<file path="config.mk">
export PLATFORM = sky130hd
export DESIGN_NAME = exec_unit_top
export DESIGN_NICKNAME = d
export VERILOG_FILES = /design/src/hdl/axil_pkg.sv /design/src/hdl/rv_isa_pkg.sv /design/src/hdl/exec_unit_top.sv /design/src/hdl/exec_control.sv /design/src/hdl/alu.sv /design/src/hdl/instr_decoder.sv /design/src/hdl/register_file.sv
export VERILOG_INCLUDE_DIRS = /design/src /design/src/hdl
export SDC_FILE = /design/constraint.sdc
export NUM_CORES = 2
export LEC_CHECK = 0
export BUFFER_PORTS_ARGS = -buffer_cell sky130_fd_sc_hd__buf_2
export CELL_PAD_IN_SITES_DETAIL_PLACEMENT = 0
export CELL_PAD_IN_SITES_GLOBAL_PLACEMENT = 2
export CORE_UTILIZATION = 42
export CTS_CLUSTER_SIZE = 12
export DETAILED_ROUTE_END_ITERATION = 10
export HOLD_SLACK_MARGIN = 0.12
export MAX_ROUTING_LAYER = met4
export PLACE_DENSITY = 0.77
export SYNTH_ARGS = -nofsm -noshare
export SYNTH_HDL_FRONTEND = slang
export SYNTH_SLANG_ARGS = --single-unit
</file>
<file path="constraint.sdc">
create_clock -name clock -period 8 [get_ports clock]
set_input_delay 0.8 -clock clock [delete_from_list [all_inputs] [get_ports clock]]
set_output_delay 0.8 -clock clock [all_outputs]
set_load 0.02 [all_outputs]
</file>
<file path="src/hdl/rv_settings.svh">
// Width and address map macros for the RV32I execute unit
// Shared by the packages and the RTL modules
`ifndef RV_SETTINGS_SVH
`define RV_SETTINGS_SVH

// Datapath widths
`define RV_XLEN          32
`define RV_REG_IDX_W     5

// AXI4-Lite address width
`define RV_AXIL_ADDR_W   8

// Instruction write port
`define RV_ADDR_INSTR    8'h00

// Register n is read at base + 4n
`define RV_ADDR_REG_BASE 8'h80

`endif
</file>
<file path="src/hdl/axil_pkg.sv">
// Bus-side types: AXI4-Lite address, response code, control FSM states
`default_nettype none
`include "rv_settings.svh"

package axil_pkg;

    typedef logic [`RV_AXIL_ADDR_W-1:0] axil_addr_t;
    typedef logic [1:0]                 axil_resp_t;

    localparam axil_resp_t resp_okay   = 2'b00;
    localparam axil_resp_t resp_slverr = 2'b10;

    typedef enum logic [1:0] {
        state_idle,
        state_execute,
        state_write_resp,
        state_read_resp
    } ctrl_state_t;

endpackage

`default_nettype wire

</file>
<file path="src/hdl/rv_isa_pkg.sv">
// RV32I types: data word, register index, opcode, funct fields, ALU operations
`default_nettype none
`include "rv_settings.svh"

package rv_isa_pkg;

    typedef logic [`RV_XLEN-1:0]      data_word_t;
    typedef logic [`RV_REG_IDX_W-1:0] reg_idx_t;
    typedef logic [31:0]              instr_word_t;
    typedef logic [6:0]               opcode_t;
    typedef logic [2:0]               funct3_t;
    typedef logic [6:0]               funct7_t;

    // Major opcodes handled by the decoder
    localparam opcode_t opc_op     = 7'b0110011;
    localparam opcode_t opc_op_imm = 7'b0010011;
    localparam opcode_t opc_lui    = 7'b0110111;

    localparam funct7_t f7_base = 7'h00;
    localparam funct7_t f7_alt  = 7'h20; // SUB and SRA

    typedef enum logic [3:0] {
        alu_add,
        alu_sub,
        alu_sll,
        alu_slt,
        alu_sltu,
        alu_xor,
        alu_srl,
        alu_sra,
        alu_or,
        alu_and,
        alu_pass_b // LUI
    } alu_op_t;

endpackage

`default_nettype wire

</file>
<file path="src/hdl/exec_unit_top.sv">
// Top level of the RV32I execute unit
// Control FSM, decoder, register file and ALU behind an AXI4-Lite slave
`timescale 1ns/1ps
`include "rv_settings.svh"
`default_nettype none

module exec_unit_top
    import rv_isa_pkg::*, axil_pkg::*;
(
    input  logic                   clock,
    input  logic                   reset,
    input  axil_addr_t             awaddr,
    input  logic                   awvalid,
    output logic                   awready,
    input  data_word_t             wdata,
    input  logic [`RV_XLEN/8-1:0]  wstrb,
    input  logic                   wvalid,
    output logic                   wready,
    output axil_resp_t             bresp,
    output logic                   bvalid,
    input  logic                   bready,
    input  axil_addr_t             araddr,
    input  logic                   arvalid,
    output logic                   arready,
    output data_word_t             rdata,
    output axil_resp_t             rresp,
    output logic                   rvalid,
    input  logic                   rready
);

    instr_word_t instruction;
    reg_idx_t    rs1_idx;
    reg_idx_t    rs2_idx;
    reg_idx_t    rd_idx;
    reg_idx_t    dbg_idx;
    alu_op_t     alu_op;
    data_word_t  imm;
    data_word_t  rs1_data;
    data_word_t  rs2_data;
    data_word_t  dbg_data;
    data_word_t  result;
    logic        use_imm;
    logic        legal;
    logic        wr_en;

    exec_control u_control (
        .clock       (clock),
        .reset       (reset),
        .awaddr      (awaddr),
        .awvalid     (awvalid),
        .awready     (awready),
        .wdata       (wdata),
        .wstrb       (wstrb),
        .wvalid      (wvalid),
        .wready      (wready),
        .bresp       (bresp),
        .bvalid      (bvalid),
        .bready      (bready),
        .araddr      (araddr),
        .arvalid     (arvalid),
        .arready     (arready),
        .rdata       (rdata),
        .rresp       (rresp),
        .rvalid      (rvalid),
        .rready      (rready),
        .instruction (instruction),
        .legal       (legal),
        .rd_idx      (rd_idx),
        .wr_en       (wr_en),
        .dbg_idx     (dbg_idx),
        .dbg_data    (dbg_data)
    );

    instr_decoder u_decoder (
        .instruction (instruction),
        .rs1_idx     (rs1_idx),
        .rs2_idx     (rs2_idx),
        .rd_idx      (rd_idx),
        .alu_op      (alu_op),
        .imm         (imm),
        .use_imm     (use_imm),
        .legal       (legal)
    );

    register_file u_regs (
        .clock    (clock),
        .reset    (reset),
        .rs1_idx  (rs1_idx),
        .rs2_idx  (rs2_idx),
        .rd_idx   (rd_idx),
        .dbg_idx  (dbg_idx),
        .wr_en    (wr_en),
        .wr_data  (result), // ALU result is the only writeback source
        .rs1_data (rs1_data),
        .rs2_data (rs2_data),
        .dbg_data (dbg_data)
    );

    alu u_alu (
        .alu_op   (alu_op),
        .rs1_data (rs1_data),
        .rs2_data (rs2_data),
        .imm      (imm),
        .use_imm  (use_imm),
        .result   (result)
    );

endmodule

`default_nettype wire

</file>
<file path="src/hdl/exec_control.sv">
// AXI4-Lite slave FSM: instruction latch, execute and writeback sequencing,
// and register readback
`timescale 1ns/1ps
`include "rv_settings.svh"
`default_nettype none

module exec_control
    import rv_isa_pkg::*, axil_pkg::*;
(
    input  logic                   clock,
    input  logic                   reset,
    input  axil_addr_t             awaddr,
    input  logic                   awvalid,
    output logic                   awready,
    input  data_word_t             wdata,
    input  logic [`RV_XLEN/8-1:0]  wstrb,
    input  logic                   wvalid,
    output logic                   wready,
    output axil_resp_t             bresp,
    output logic                   bvalid,
    input  logic                   bready,
    input  axil_addr_t             araddr,
    input  logic                   arvalid,
    output logic                   arready,
    output data_word_t             rdata,
    output axil_resp_t             rresp,
    output logic                   rvalid,
    input  logic                   rready,
    output instr_word_t            instruction,
    input  logic                   legal,
    input  reg_idx_t               rd_idx,
    output logic                   wr_en,
    output reg_idx_t               dbg_idx,
    input  data_word_t             dbg_data
);

    localparam axil_addr_t window_size = axil_addr_t'(4 << `RV_REG_IDX_W);

    ctrl_state_t state;
    logic        addr_ok;    // Write went to the instruction port
    logic        executed;
    logic        write_pair;
    axil_addr_t  reg_offset;
    logic        in_window;

    // Both write channels needed, writes win over reads
    assign write_pair = awvalid && wvalid;
    assign awready    = (state == state_idle) && write_pair;
    assign wready     = awready;
    assign arready    = (state == state_idle) && arvalid && !write_pair;

    // Register window decode
    assign reg_offset = araddr - `RV_ADDR_REG_BASE;
    assign in_window  = (araddr >= `RV_ADDR_REG_BASE) && (reg_offset < window_size);
    assign dbg_idx    = reg_offset[`RV_REG_IDX_W+1:2];

    assign executed = legal && addr_ok;
    assign wr_en    = (state == state_execute) && executed && (rd_idx != '0);

    always_ff @(posedge clock or negedge reset) begin
        if (!reset) begin
            state  <= state_idle;
            bvalid <= 1'b0;
            rvalid <= 1'b0;
        end else begin
            case (state)
                state_idle: begin
                    if (awready) begin
                        state <= state_execute;
                    end else if (arready) begin
                        state  <= state_read_resp;
                        rvalid <= 1'b1;
                    end
                end
                state_execute: begin
                    state  <= state_write_resp; // Writeback happens on this edge
                    bvalid <= 1'b1;
                end
                state_write_resp: begin
                    if (bready) begin
                        state  <= state_idle;
                        bvalid <= 1'b0;
                    end
                end
                default: begin
                    if (rready) begin
                        state  <= state_idle;
                        rvalid <= 1'b0;
                    end
                end
            endcase
        end
    end

    // Payload registers
    always_ff @(posedge clock) begin
        if (awready) begin
            instruction <= wdata; // wstrb ignored, whole words only
            addr_ok     <= (awaddr == `RV_ADDR_INSTR);
        end
        if (state == state_execute) begin
            bresp <= executed ? resp_okay : resp_slverr;
        end
        if (arready) begin
            rdata <= in_window ? dbg_data : '0;
            rresp <= in_window ? resp_okay : resp_slverr;
        end
    end

endmodule

`default_nettype wire

</file>
<file path="src/hdl/alu.sv">
// RV32I integer ALU with operand B select
`timescale 1ns/1ps
`include "rv_settings.svh"
`default_nettype none

module alu
    import rv_isa_pkg::*;
(
    input  alu_op_t    alu_op,
    input  data_word_t rs1_data,
    input  data_word_t rs2_data,
    input  data_word_t imm,
    input  logic       use_imm,
    output data_word_t result
);

    data_word_t op_b;
    logic [4:0] shamt;

    assign op_b  = use_imm ? imm : rs2_data;
    assign shamt = op_b[4:0]; // Only low 5 bits shift

    always_comb begin
        case (alu_op)
            alu_add:  result = rs1_data + op_b;
            alu_sub:  result = rs1_data - op_b;
            alu_sll:  result = rs1_data << shamt;
            alu_slt:  result = {{(`RV_XLEN-1){1'b0}}, $signed(rs1_data) < $signed(op_b)};
            alu_sltu: result = {{(`RV_XLEN-1){1'b0}}, rs1_data < op_b};
            alu_xor:  result = rs1_data ^ op_b;
            alu_srl:  result = rs1_data >> shamt;
            alu_sra:  result = data_word_t'($signed(rs1_data) >>> shamt);
            alu_or:   result = rs1_data | op_b;
            alu_and:  result = rs1_data & op_b;
            default:  result = op_b; // Pass B for LUI
        endcase
    end

endmodule

`default_nettype wire

</file>
<file path="src/hdl/instr_decoder.sv">
// Decoder for RV32I R-type, OP-IMM and LUI instructions
// Produces register indices, ALU operation, immediate and legality
`timescale 1ns/1ps
`include "rv_settings.svh"
`default_nettype none

module instr_decoder
    import rv_isa_pkg::*;
(
    input  instr_word_t instruction,
    output reg_idx_t    rs1_idx,
    output reg_idx_t    rs2_idx,
    output reg_idx_t    rd_idx,
    output alu_op_t     alu_op,
    output data_word_t  imm,
    output logic        use_imm,
    output logic        legal
);

    opcode_t opcode;
    funct3_t funct3;
    funct7_t funct7;

    // Shared funct3 map, alt selects SUB or SRA
    function automatic alu_op_t map_op(input funct3_t f3, input logic alt);
        case (f3)
            3'b000:  map_op = alt ? alu_sub : alu_add;
            3'b001:  map_op = alu_sll;
            3'b010:  map_op = alu_slt;
            3'b011:  map_op = alu_sltu;
            3'b100:  map_op = alu_xor;
            3'b101:  map_op = alt ? alu_sra : alu_srl;
            3'b110:  map_op = alu_or;
            default: map_op = alu_and;
        endcase
    endfunction

    assign opcode  = instruction[6:0];
    assign funct3  = instruction[14:12];
    assign funct7  = instruction[31:25];
    assign rs2_idx = instruction[24:20];
    assign rd_idx  = instruction[11:7];

    always_comb begin
        rs1_idx = instruction[19:15];
        alu_op  = alu_add;
        imm     = {{(`RV_XLEN-12){instruction[31]}}, instruction[31:20]}; // I immediate
        use_imm = 1'b0;
        legal   = 1'b0;
        case (opcode)
            opc_op: begin
                alu_op = map_op(funct3, funct7 == f7_alt);
                legal  = (funct7 == f7_base) || (funct7 == f7_alt);
            end
            opc_op_imm: begin
                use_imm = 1'b1;
                if (funct3 == 3'b001 || funct3 == 3'b101) begin
                    // Shift by shamt, funct7 picks logical or arithmetic
                    imm    = {{(`RV_XLEN-5){1'b0}}, instruction[24:20]};
                    alu_op = map_op(funct3, funct7 == f7_alt);
                    legal  = (funct7 == f7_base) || (funct7 == f7_alt);
                end else begin
                    alu_op = map_op(funct3, 1'b0); // No SUBI
                    legal  = 1'b1;
                end
            end
            opc_lui: begin
                rs1_idx = '0;
                alu_op  = alu_pass_b;
                imm     = {instruction[31:12], 12'b0}; // U immediate
                use_imm = 1'b1;
                legal   = 1'b1;
            end
            default: legal = 1'b0;
        endcase
    end

endmodule

`default_nettype wire

</file>
<file path="src/hdl/register_file.sv">
// 32-entry integer register file, x0 reads as zero
// Two operand read ports and a debug read port
`timescale 1ns/1ps
`include "rv_settings.svh"
`default_nettype none

module register_file
    import rv_isa_pkg::*;
(
    input  logic       clock,
    input  logic       reset,
    input  reg_idx_t   rs1_idx,
    input  reg_idx_t   rs2_idx,
    input  reg_idx_t   rd_idx,
    input  reg_idx_t   dbg_idx,
    input  logic       wr_en,
    input  data_word_t wr_data,
    output data_word_t rs1_data,
    output data_word_t rs2_data,
    output data_word_t dbg_data
);

    localparam int num_regs = 1 << `RV_REG_IDX_W;

    data_word_t regs [num_regs];

    // Index 0 is hardwired to zero on every read port
    assign rs1_data = (rs1_idx == '0) ? '0 : regs[rs1_idx];
    assign rs2_data = (rs2_idx == '0) ? '0 : regs[rs2_idx];
    assign dbg_data = (dbg_idx == '0) ? '0 : regs[dbg_idx];

    always_ff @(posedge clock or negedge reset) begin
        if (!reset) begin
            for (int i = 0; i < num_regs; i++) begin
                regs[i] <= '0;
            end
        end else if (wr_en) begin
            regs[rd_idx] <= wr_data;
        end
    end

endmodule

`default_nettype wire

</file>
; ---- After elaboration in Yosys (flattened, before gate mapping)
; Cells that the tools add are included.
[totals]
elab_cells = 160
reg_bits = 1097
[op_classes]
muxes = 41
addsub = 3
order_cmp = 9
reduce_logical = 30
n_eq_ne = 25
shifts = 3
n_bitwise = 9
[op_table]
columns = op, n
row1 = $bwmux W1024, 1
row2 = $bmux W32 S5, 3
row3 = $mux W32, 11
row4 = $pmux W32 S10, 1
row5 = $demux W32 S5, 1
row6 = $lt A32 B32 Y1, 2
row7 = $pmux W32 S2, 1
row8 = $pmux W4 S7, 2
row9 = $add A32 B32 Y32, 1
row10 = $and A32 B32 Y32, 1
row11 = $or A32 B32 Y32, 1
row12 = $shl A32 B5 Y32, 1
row13 = $shr A32 B5 Y32, 1
row14 = $sshr A32 B5 Y32, 1
row15 = $sub A32 B32 Y32, 1
row16 = $xor A32 B32 Y32, 1
row17 = $ge A6 B6 Y1 const B, 4
row18 = $not A5 Y6, 4
row19 = $eq A7 B6 Y1 const B, 3
row20 = $eq A4 B3 Y1 const B, 4
row21 = $logic_not A5 Y1, 3
row22 = $mux W2, 6
row23 = $pmux W4 S3, 1
row24 = $eq A3 B3 Y1 const B, 3
row25 = 36 further kinds, 62

; ---- Depth between registers and ports, before layout
[depth]
ltp_word = 10
ltp_mapped = 33
depth_no_buf = 22

; ---- Modules after synthesis
; A second synthesis with hierarchy kept.
[hier_totals]
cells_unflattened = 5990
area_unflattened_um2 = 76897.5
[by_module_without_submodules]
columns = mod, cells_each, area_per_inst_um2, instances
row1 = register_file, 4279, 63397.1, 1
row2 = alu, 1460, 10183.5, 1
row3 = exec_control, 146, 2601.2, 1
row4 = instr_decoder, 105, 715.7, 1

; ---- Worst setup path after synthesis
; Ideal clock, no wire load.
[synth_timing]
kind = register to register
from = register u_control.instruction[20]
to = register u_regs.regs[666] in the netlist's numbering
slack_ns = 0.911
path_stages_with_launch = 30
path_buffers = 12
period_less_slack_ns = 7.089
t_arrival_ns = 6.956
path_cell_list = edfxtp_1 -> buf_6 -> buf_6 -> buf_6 -> buf_4 -> buf_4 -> buf_6 -> buf_6 -> buf_4 -> buf_4 -> buf_2 -> mux4_2 -> mux4_2 -> mux2i_1 -> o21ai_0 -> ha_1 -> buf_2 -> or3_1 -> nor3_1 -> o311a_1 -> o21bai_1 -> a2111oi_0 -> o21bai_1 -> and4_1 -> or4_1 -> a2111oi_0 -> nand3_1 -> o21ai_2 -> clkbuf_2 -> o21ai_0
[synth_between]
elab_chain_cells = 9
word_cells_on_any_way = 19
classes_between = 2 x add/sub / 3 x shift / 9 x mux / 4 x bitwise / 1 x reduce/logical
[synth_lines]
columns = item, line
row1 = "start, declared", exec_control.sv:29  ; output instr_word_t instruction,
row2 = "start signal, assigned", exec_control.sv:98  ; instruction <= wdata;
row3 = $not A5 Y6 (not written as such), register_file.sv:29  ; assign rs2_data = (rs2_idx == '0) ? '0 : regs[rs2_idx];
row4 = $bmux W32 S5, register_file.sv:29
row5 = $mux W32 (not written as such) (2 in a row), register_file.sv:29
row6 = $mux W32, register_file.sv:29
row7 = $mux W32 *, alu.sv:20  ; assign op_b = use_imm ? imm : rs2_data;
row8 = "$sub A32 B32 Y32, or another cell as far along", alu.sv:26  ; alu_sub: result = rs1_data - op_b;
row9 = $pmux W32 S10 *, alu.sv:24  ; case (alu_op)
row10 = $bwmux W1024 *, register_file.sv:38  ; regs[rd_idx] <= wr_data;
row11 = "end signal, assigned by index", register_file.sv:38
row12 = "end, declared", register_file.sv:25  ; data_word_t regs [num_regs];
; Mark *: on every way between the ends. The rest lies on a longest branch, timed or not. The select of a mux whose other input is x is not followed.
; A chain may end at the register's enable or synchronous reset.

; ---- Worst setup path after layout
[layout_timing]
from = register u_control.instruction[3]
to = register u_regs.regs[349] in the netlist's numbering
[layout_between]
elab_chain_cells = 10
word_cells_on_any_way = 39
classes_between = 2 x add/sub / 12 x eq/ne / 3 x shift / 12 x mux / 4 x bitwise / 6 x reduce/logical
[layout_lines]
columns = item, line
row1 = $eq A7 B6 Y1, instr_decoder.sv:50  ; case (opcode)
row2 = $mux W5, instr_decoder.sv:50
row3 = $not A5 Y6 (not written as such), register_file.sv:28  ; assign rs1_data = (rs1_idx == '0) ? '0 : regs[rs1_idx];
row4 = $bmux W32 S5, register_file.sv:28
row5 = $mux W32 (not written as such) (2 in a row), register_file.sv:28
row6 = $mux W32, register_file.sv:28
row7 = "$sub A32 B32 Y32, or another cell as far along", alu.sv:26
row8 = $pmux W32 S10, alu.sv:24
row9 = $bwmux W1024, register_file.sv:38
; Parallel ways exist; a longest one is shown, timed or not. The select of a mux whose other input is x is not followed.

==> reports/metrics.sh <==
SLEW_HEADROOM_PCT=15.29
POWER_LEAKAGE_nW=35.58
MAIN_COMBINATIONAL_CELL_FAMILY_BY_AREA_AFTER_SYNTHESIS='multiplexers'
POSTSYNTH.ASYNCRESETSHARE_PCT=93.88
DP.FINAL_HPWL_UM=243600
AVGROUTEDWIREPERCELL_UM=37.36
TIMING.CRITICAL_PATH.TO_TYPE='register'
MULTIINPUTGATEAREA_MM2=0.04343
FINAL_MIN_PERIOD_OVER_CLOCK_PERIOD_PCT=100.2
POST_SYNTH_MAIN_AREA_CONTRIBUTORS='sky130_fd_sc_hd__dfrtp_1 (35%), sky130_fd_sc_hd__mux4_2 (12%), sky130_fd_sc_hd__mux2i_1 (6.4%), sky130_fd_sc_hd__mux2_2 (6.0%), sky130_fd_sc_hd__nand2_1 (5.1%)'
SYNTHDOMINANTCELLAREASHARE_PCT=34.54
HOLD_CLASS='in2reg'
SYNTH-COMPOUND-AREA-SHARE_PCT=20.82
OUTCOME='finished, violations left'
FINAL_HOLD_VIOL_COUNT=0
SYNTH.LIB_CELLS_USED.DISTINCT=104
CLOCK_LATENCY_NS=0.82
CLOCK.FMAX_MHz=124.8
POST_SYNTH_MOST_FREQUENT_CELLS='sky130_fd_sc_hd__dfrtp_1 (1028), sky130_fd_sc_hd__nand2_1 (1005), sky130_fd_sc_hd__o21ai_0 (687), sky130_fd_sc_hd__clkbuf_1 (529), sky130_fd_sc_hd__a21oi_1 (499)'
FF_LATCH_AREA_MM2=0.02774
DESIGN.FINAL.NETS=7687
P_INT_mW=10.91
PORTBUFFERS=91
GRT_RESIDUAL_OVERFLOW=0
DIE_HEIGHT_UM=423.1
IR_WORST_VDD_mV=0.1474
POST_SYNTH.CELL_AREA_AVG_UM2=9.723
VIOLATIONS='negative setup slack'
GRT_SETUP_UNREPAIRED='false'
FP.COREAREA_MM2=0.1761
NUMBER_OF_MAXIMUM_CAPACITANCE_CONSTRAINT_VIOLATIONS=0
POSTSYNTHREGISTERBITS=1095
CLOCKPOWERSHARE_PCT=37.7
YOSYSWARNINGS=0
DRT-VIAS-PER-INSTANCE=6.899
AREA_GROWTH_PCT=12.53
SYNTHADDERAREAFRAC_PCT=1.768
SYNTH.AREA.MUX_SHARE_PCT=24.66
SYNTH.MOST_COMMON_CELL='sky130_fd_sc_hd__dfrtp_1'
DIE_W_UM=423.1
PWR_DENSITY_CELL_mW_PER_MM2=205.4
MIN_PERIOD_NS=8.013
P_SW_mW=6.301
SYNTH.CELL_AREA_MM2=0.07447
GRT_UTIL_ALL_LAYERS_PCT=42.23
FINALSETUPVIOLATIONS=4
TIMING.SETUP.CRITICAL_PATH_CLASS='reg2reg'
CP_DATA_ARRIVAL_TIME_NS=8.70
GRT_ANTENNA_BEFORE_REPAIR=22
DETAIL-ROUTE-ANTENNA-NETS=0
INITIAL_CORE_UTIL_PCT=42.28
FIN_WORST_HOLD_SLACK_NS=0.1556
CLOCKBUFFERDEPTH=3
DIEAREA_MM2=0.1790
FILLCELLCOUNT=16570
SYNTH.YOSYS.SEQ_AREA_SHARE_PCT=37.25
FIRSTDRTPASSITERS=8
POST_SYNTH_XOR_AREA_FRACTION_PCT=0.1999
DETAILEDPLACE.WORSTSLACK_NS=-0.01507
WORST_SETUP_HOLD_PATH_CLK_SLEW_NS=0.06
DETAILEDROUTE.FIRSTITERATIONVIOLATIONS=8795
DRT-TOTAL-WL_UM=373000
SETUP_WS_NS=-0.01325
TIMING.CRITICAL_PATH.FROM_TYPE='register'
GRT_MAX_DEGREE=157
FINAL_WTD_CONGESTION=1.031
SYNTHFLOPTYPE='sky130_fd_sc_hd__dfrtp_1'
ROUTE.VIAS.TOTAL=68890
TIGHTEST_SLEW_NS=1.266
CRITPATHREQUIREDTIME_NS=8.69
PLACED_CELL_AREA_MM2=0.07904
DRC=0
CTS_TREE='built'
SYNTHSIMPLEGATEAREAFRAC_PCT=10.00
TIMING_MAX_TRANSITION_VIOLATIONS_FINAL=0
H-TREE-DEPTH=4
POWER.SEQUENTIAL.FRACTION_PCT=33.5
POWER.COMBINATIONAL.FRACTION_PCT=28.9
GRT_FIRST_PASS_WIRELENGTH_UM=521000
SETUP-TNS-FINAL_NS=-0.02429
FINAL_CORE_UTIL_PCT=47.58
NUM_IO_PINS=100
SYNTH_EDF_COUNT=67
CRIT_PATH_MAX_FANOUT=31
GRT_PASS1_VIAS=65510
POST_ROUTE_CELLS_DRIVE_ABOVE_1_SHARE_PCT=22.50
STDCELL_AREA_MM2=0.08380
CTS_ROOT_BUFFER='sky130_fd_sc_hd__clkbuf_16'
FIN_CLK_SKEW_NS=0.08954
POWER_SWITCHING_SHARE_PCT=36.61
YOSYSTOPAREACELL='sky130_fd_sc_hd__dfrtp_1'
CTS_BUF_COUNT=135
CTS_SINKS=1095
NUMBER_OF_INSTANCES_IN_THE_SYNTHESIZED_NETLIST=7659
PLACEMENT_ROWS=154
## final cells by class
class / instances / area share (%)
clock buffer: 185 / 4.520
antenna: 20 / 0.05973
clock inverter: 53 / 0.9900
inverter: 109 / 0.4912
multi-input combinational: 5644 / 51.83
timing repair buffer: 539 / 5.520
tap: 2340 / 3.494
sequential: 1095 / 33.10
## repair_timing
item,CTS,global route
hold endpoints to repair,70,0
pin swaps,0,3
resized for setup,1,4
buffers inserted,0,6
endpoints found under the setup margin,31,256
hold buffers,1,0
## layer usage
layer | GRT usage (%) | up-vias | routed length [um]
li1 | - | 28560 | -
met1 | 53.96 | 35050 | 146900
met2 | 59.43 | 4215 | 159000
met3 | 12.96 | 1064 | 43450
met4 | 23.11 | 0 | 23740
met5 | - | - | 0
## flip-flops by register name, summed over array words and instances (netlist names), 2 cells and up
register / cells
u_regs.regs: 1024
u_control.state: 2
u_control.rdata: 32
u_control.instruction: 32
## kinds of logic after synthesis
logic type,after synthesis
compound gates,2474
xor+xnor,17
fa+ha+maj,104
buf+inv,921
flops,1095
mux,1279
other cells,1
simple gates,1768
## final timing paths
kind                       slack [ns]  depth (start not counted)                             endpoint                          startpoint
hold reg to reg                  0.41                          0         u_regs.regs[997]$_DFFE_PN0P_        u_regs.regs[997]$_DFFE_PN0P_
setup / recovery                -0.01                         24         u_regs.regs[349]$_DFFE_PN0P_  u_control.instruction[3]$_DFFE_PP_
max in group asynchronous        5.69                          3         u_regs.regs[183]$_DFFE_PN0P_                               reset
min in group asynchronous        0.63                          2         u_regs.regs[360]$_DFFE_PN0P_                               reset
setup reg to reg                -0.01                         24         u_regs.regs[349]$_DFFE_PN0P_  u_control.instruction[3]$_DFFE_PP_
hold / removal                   0.16                          1  u_control.instruction[22]$_DFFE_PP_                           wdata[22]
## per-stage QoR
step	power [mW]	std cells
4_1_cts	17.09	9958
6_report	17.21	9985
2_1_floorplan	8.329	7660
3_5_place_dp	10.63	9719
3_3_place_gp	10.64	9718
5_1_grt	17.62	9979
## cells in the final DEF, fill, tap and decap left out, types with 62 or more instances in the layout
cell and instances:
sky130_fd_sc_hd__dfrtp_1 1028, sky130_fd_sc_hd__nand2_1 973, sky130_fd_sc_hd__o21ai_0 685, sky130_fd_sc_hd__a21oi_1 496, sky130_fd_sc_hd__mux2i_1 477, sky130_fd_sc_hd__mux4_2 404, sky130_fd_sc_hd__mux2_2 394, sky130_fd_sc_hd__buf_4 386
sky130_fd_sc_hd__nor2_1 370, sky130_fd_sc_hd__o22ai_1 231, sky130_fd_sc_hd__o21ai_1 227, sky130_fd_sc_hd__clkbuf_16 136, sky130_fd_sc_hd__a221oi_1 114, sky130_fd_sc_hd__inv_1 102, sky130_fd_sc_hd__ha_1 102, sky130_fd_sc_hd__o221ai_1 101
sky130_fd_sc_hd__nor3_1 97, sky130_fd_sc_hd__o31ai_1 87, sky130_fd_sc_hd__buf_2 85, sky130_fd_sc_hd__edfxtp_1 67, sky130_fd_sc_hd__o211ai_1 64, sky130_fd_sc_hd__a22oi_1 62, sky130_fd_sc_hd__nand3_1 62
## critical path, cell delays in order, from the launching register on
cell and delay (ns):
sky130_fd_sc_hd__edfxtp_1 0.37, sky130_fd_sc_hd__and3b_1 0.66, sky130_fd_sc_hd__nand2_8 0.46, sky130_fd_sc_hd__buf_4 0.30, sky130_fd_sc_hd__and2_0 0.15, sky130_fd_sc_hd__mux4_2 0.53, sky130_fd_sc_hd__a22oi_1 0.73, sky130_fd_sc_hd__nand2_1 0.44
sky130_fd_sc_hd__ha_1 0.44, sky130_fd_sc_hd__buf_4 0.19, sky130_fd_sc_hd__a21oi_1 0.20, sky130_fd_sc_hd__o21ai_0 0.13, sky130_fd_sc_hd__a221oi_1 0.52, sky130_fd_sc_hd__o41ai_1 0.17, sky130_fd_sc_hd__nor2_1 0.21, sky130_fd_sc_hd__o21ai_0 0.18
sky130_fd_sc_hd__buf_4 0.19, sky130_fd_sc_hd__nand4_1 0.08, sky130_fd_sc_hd__a21oi_1 0.08, sky130_fd_sc_hd__a2111oi_1 0.74, sky130_fd_sc_hd__buf_4 0.24, sky130_fd_sc_hd__o311a_1 0.21, sky130_fd_sc_hd__a22oi_2 0.10, sky130_fd_sc_hd__buf_12 0.19
sky130_fd_sc_hd__mux2_2 0.29
## power groups by stage
stage / Clock (mW) / Combinational (mW) / Sequential (mW)
floorplan: 0 / 2.46 / 5.87
global placement: 0 / 4.79 / 5.86
detailed placement: 0 / 4.78 / 5.86
CTS: 6.54 / 4.79 / 5.76
global route: 6.74 / 5.11 / 5.77
finish: 6.48 / 4.97 / 5.76
(Power assumes the default switching activity.)
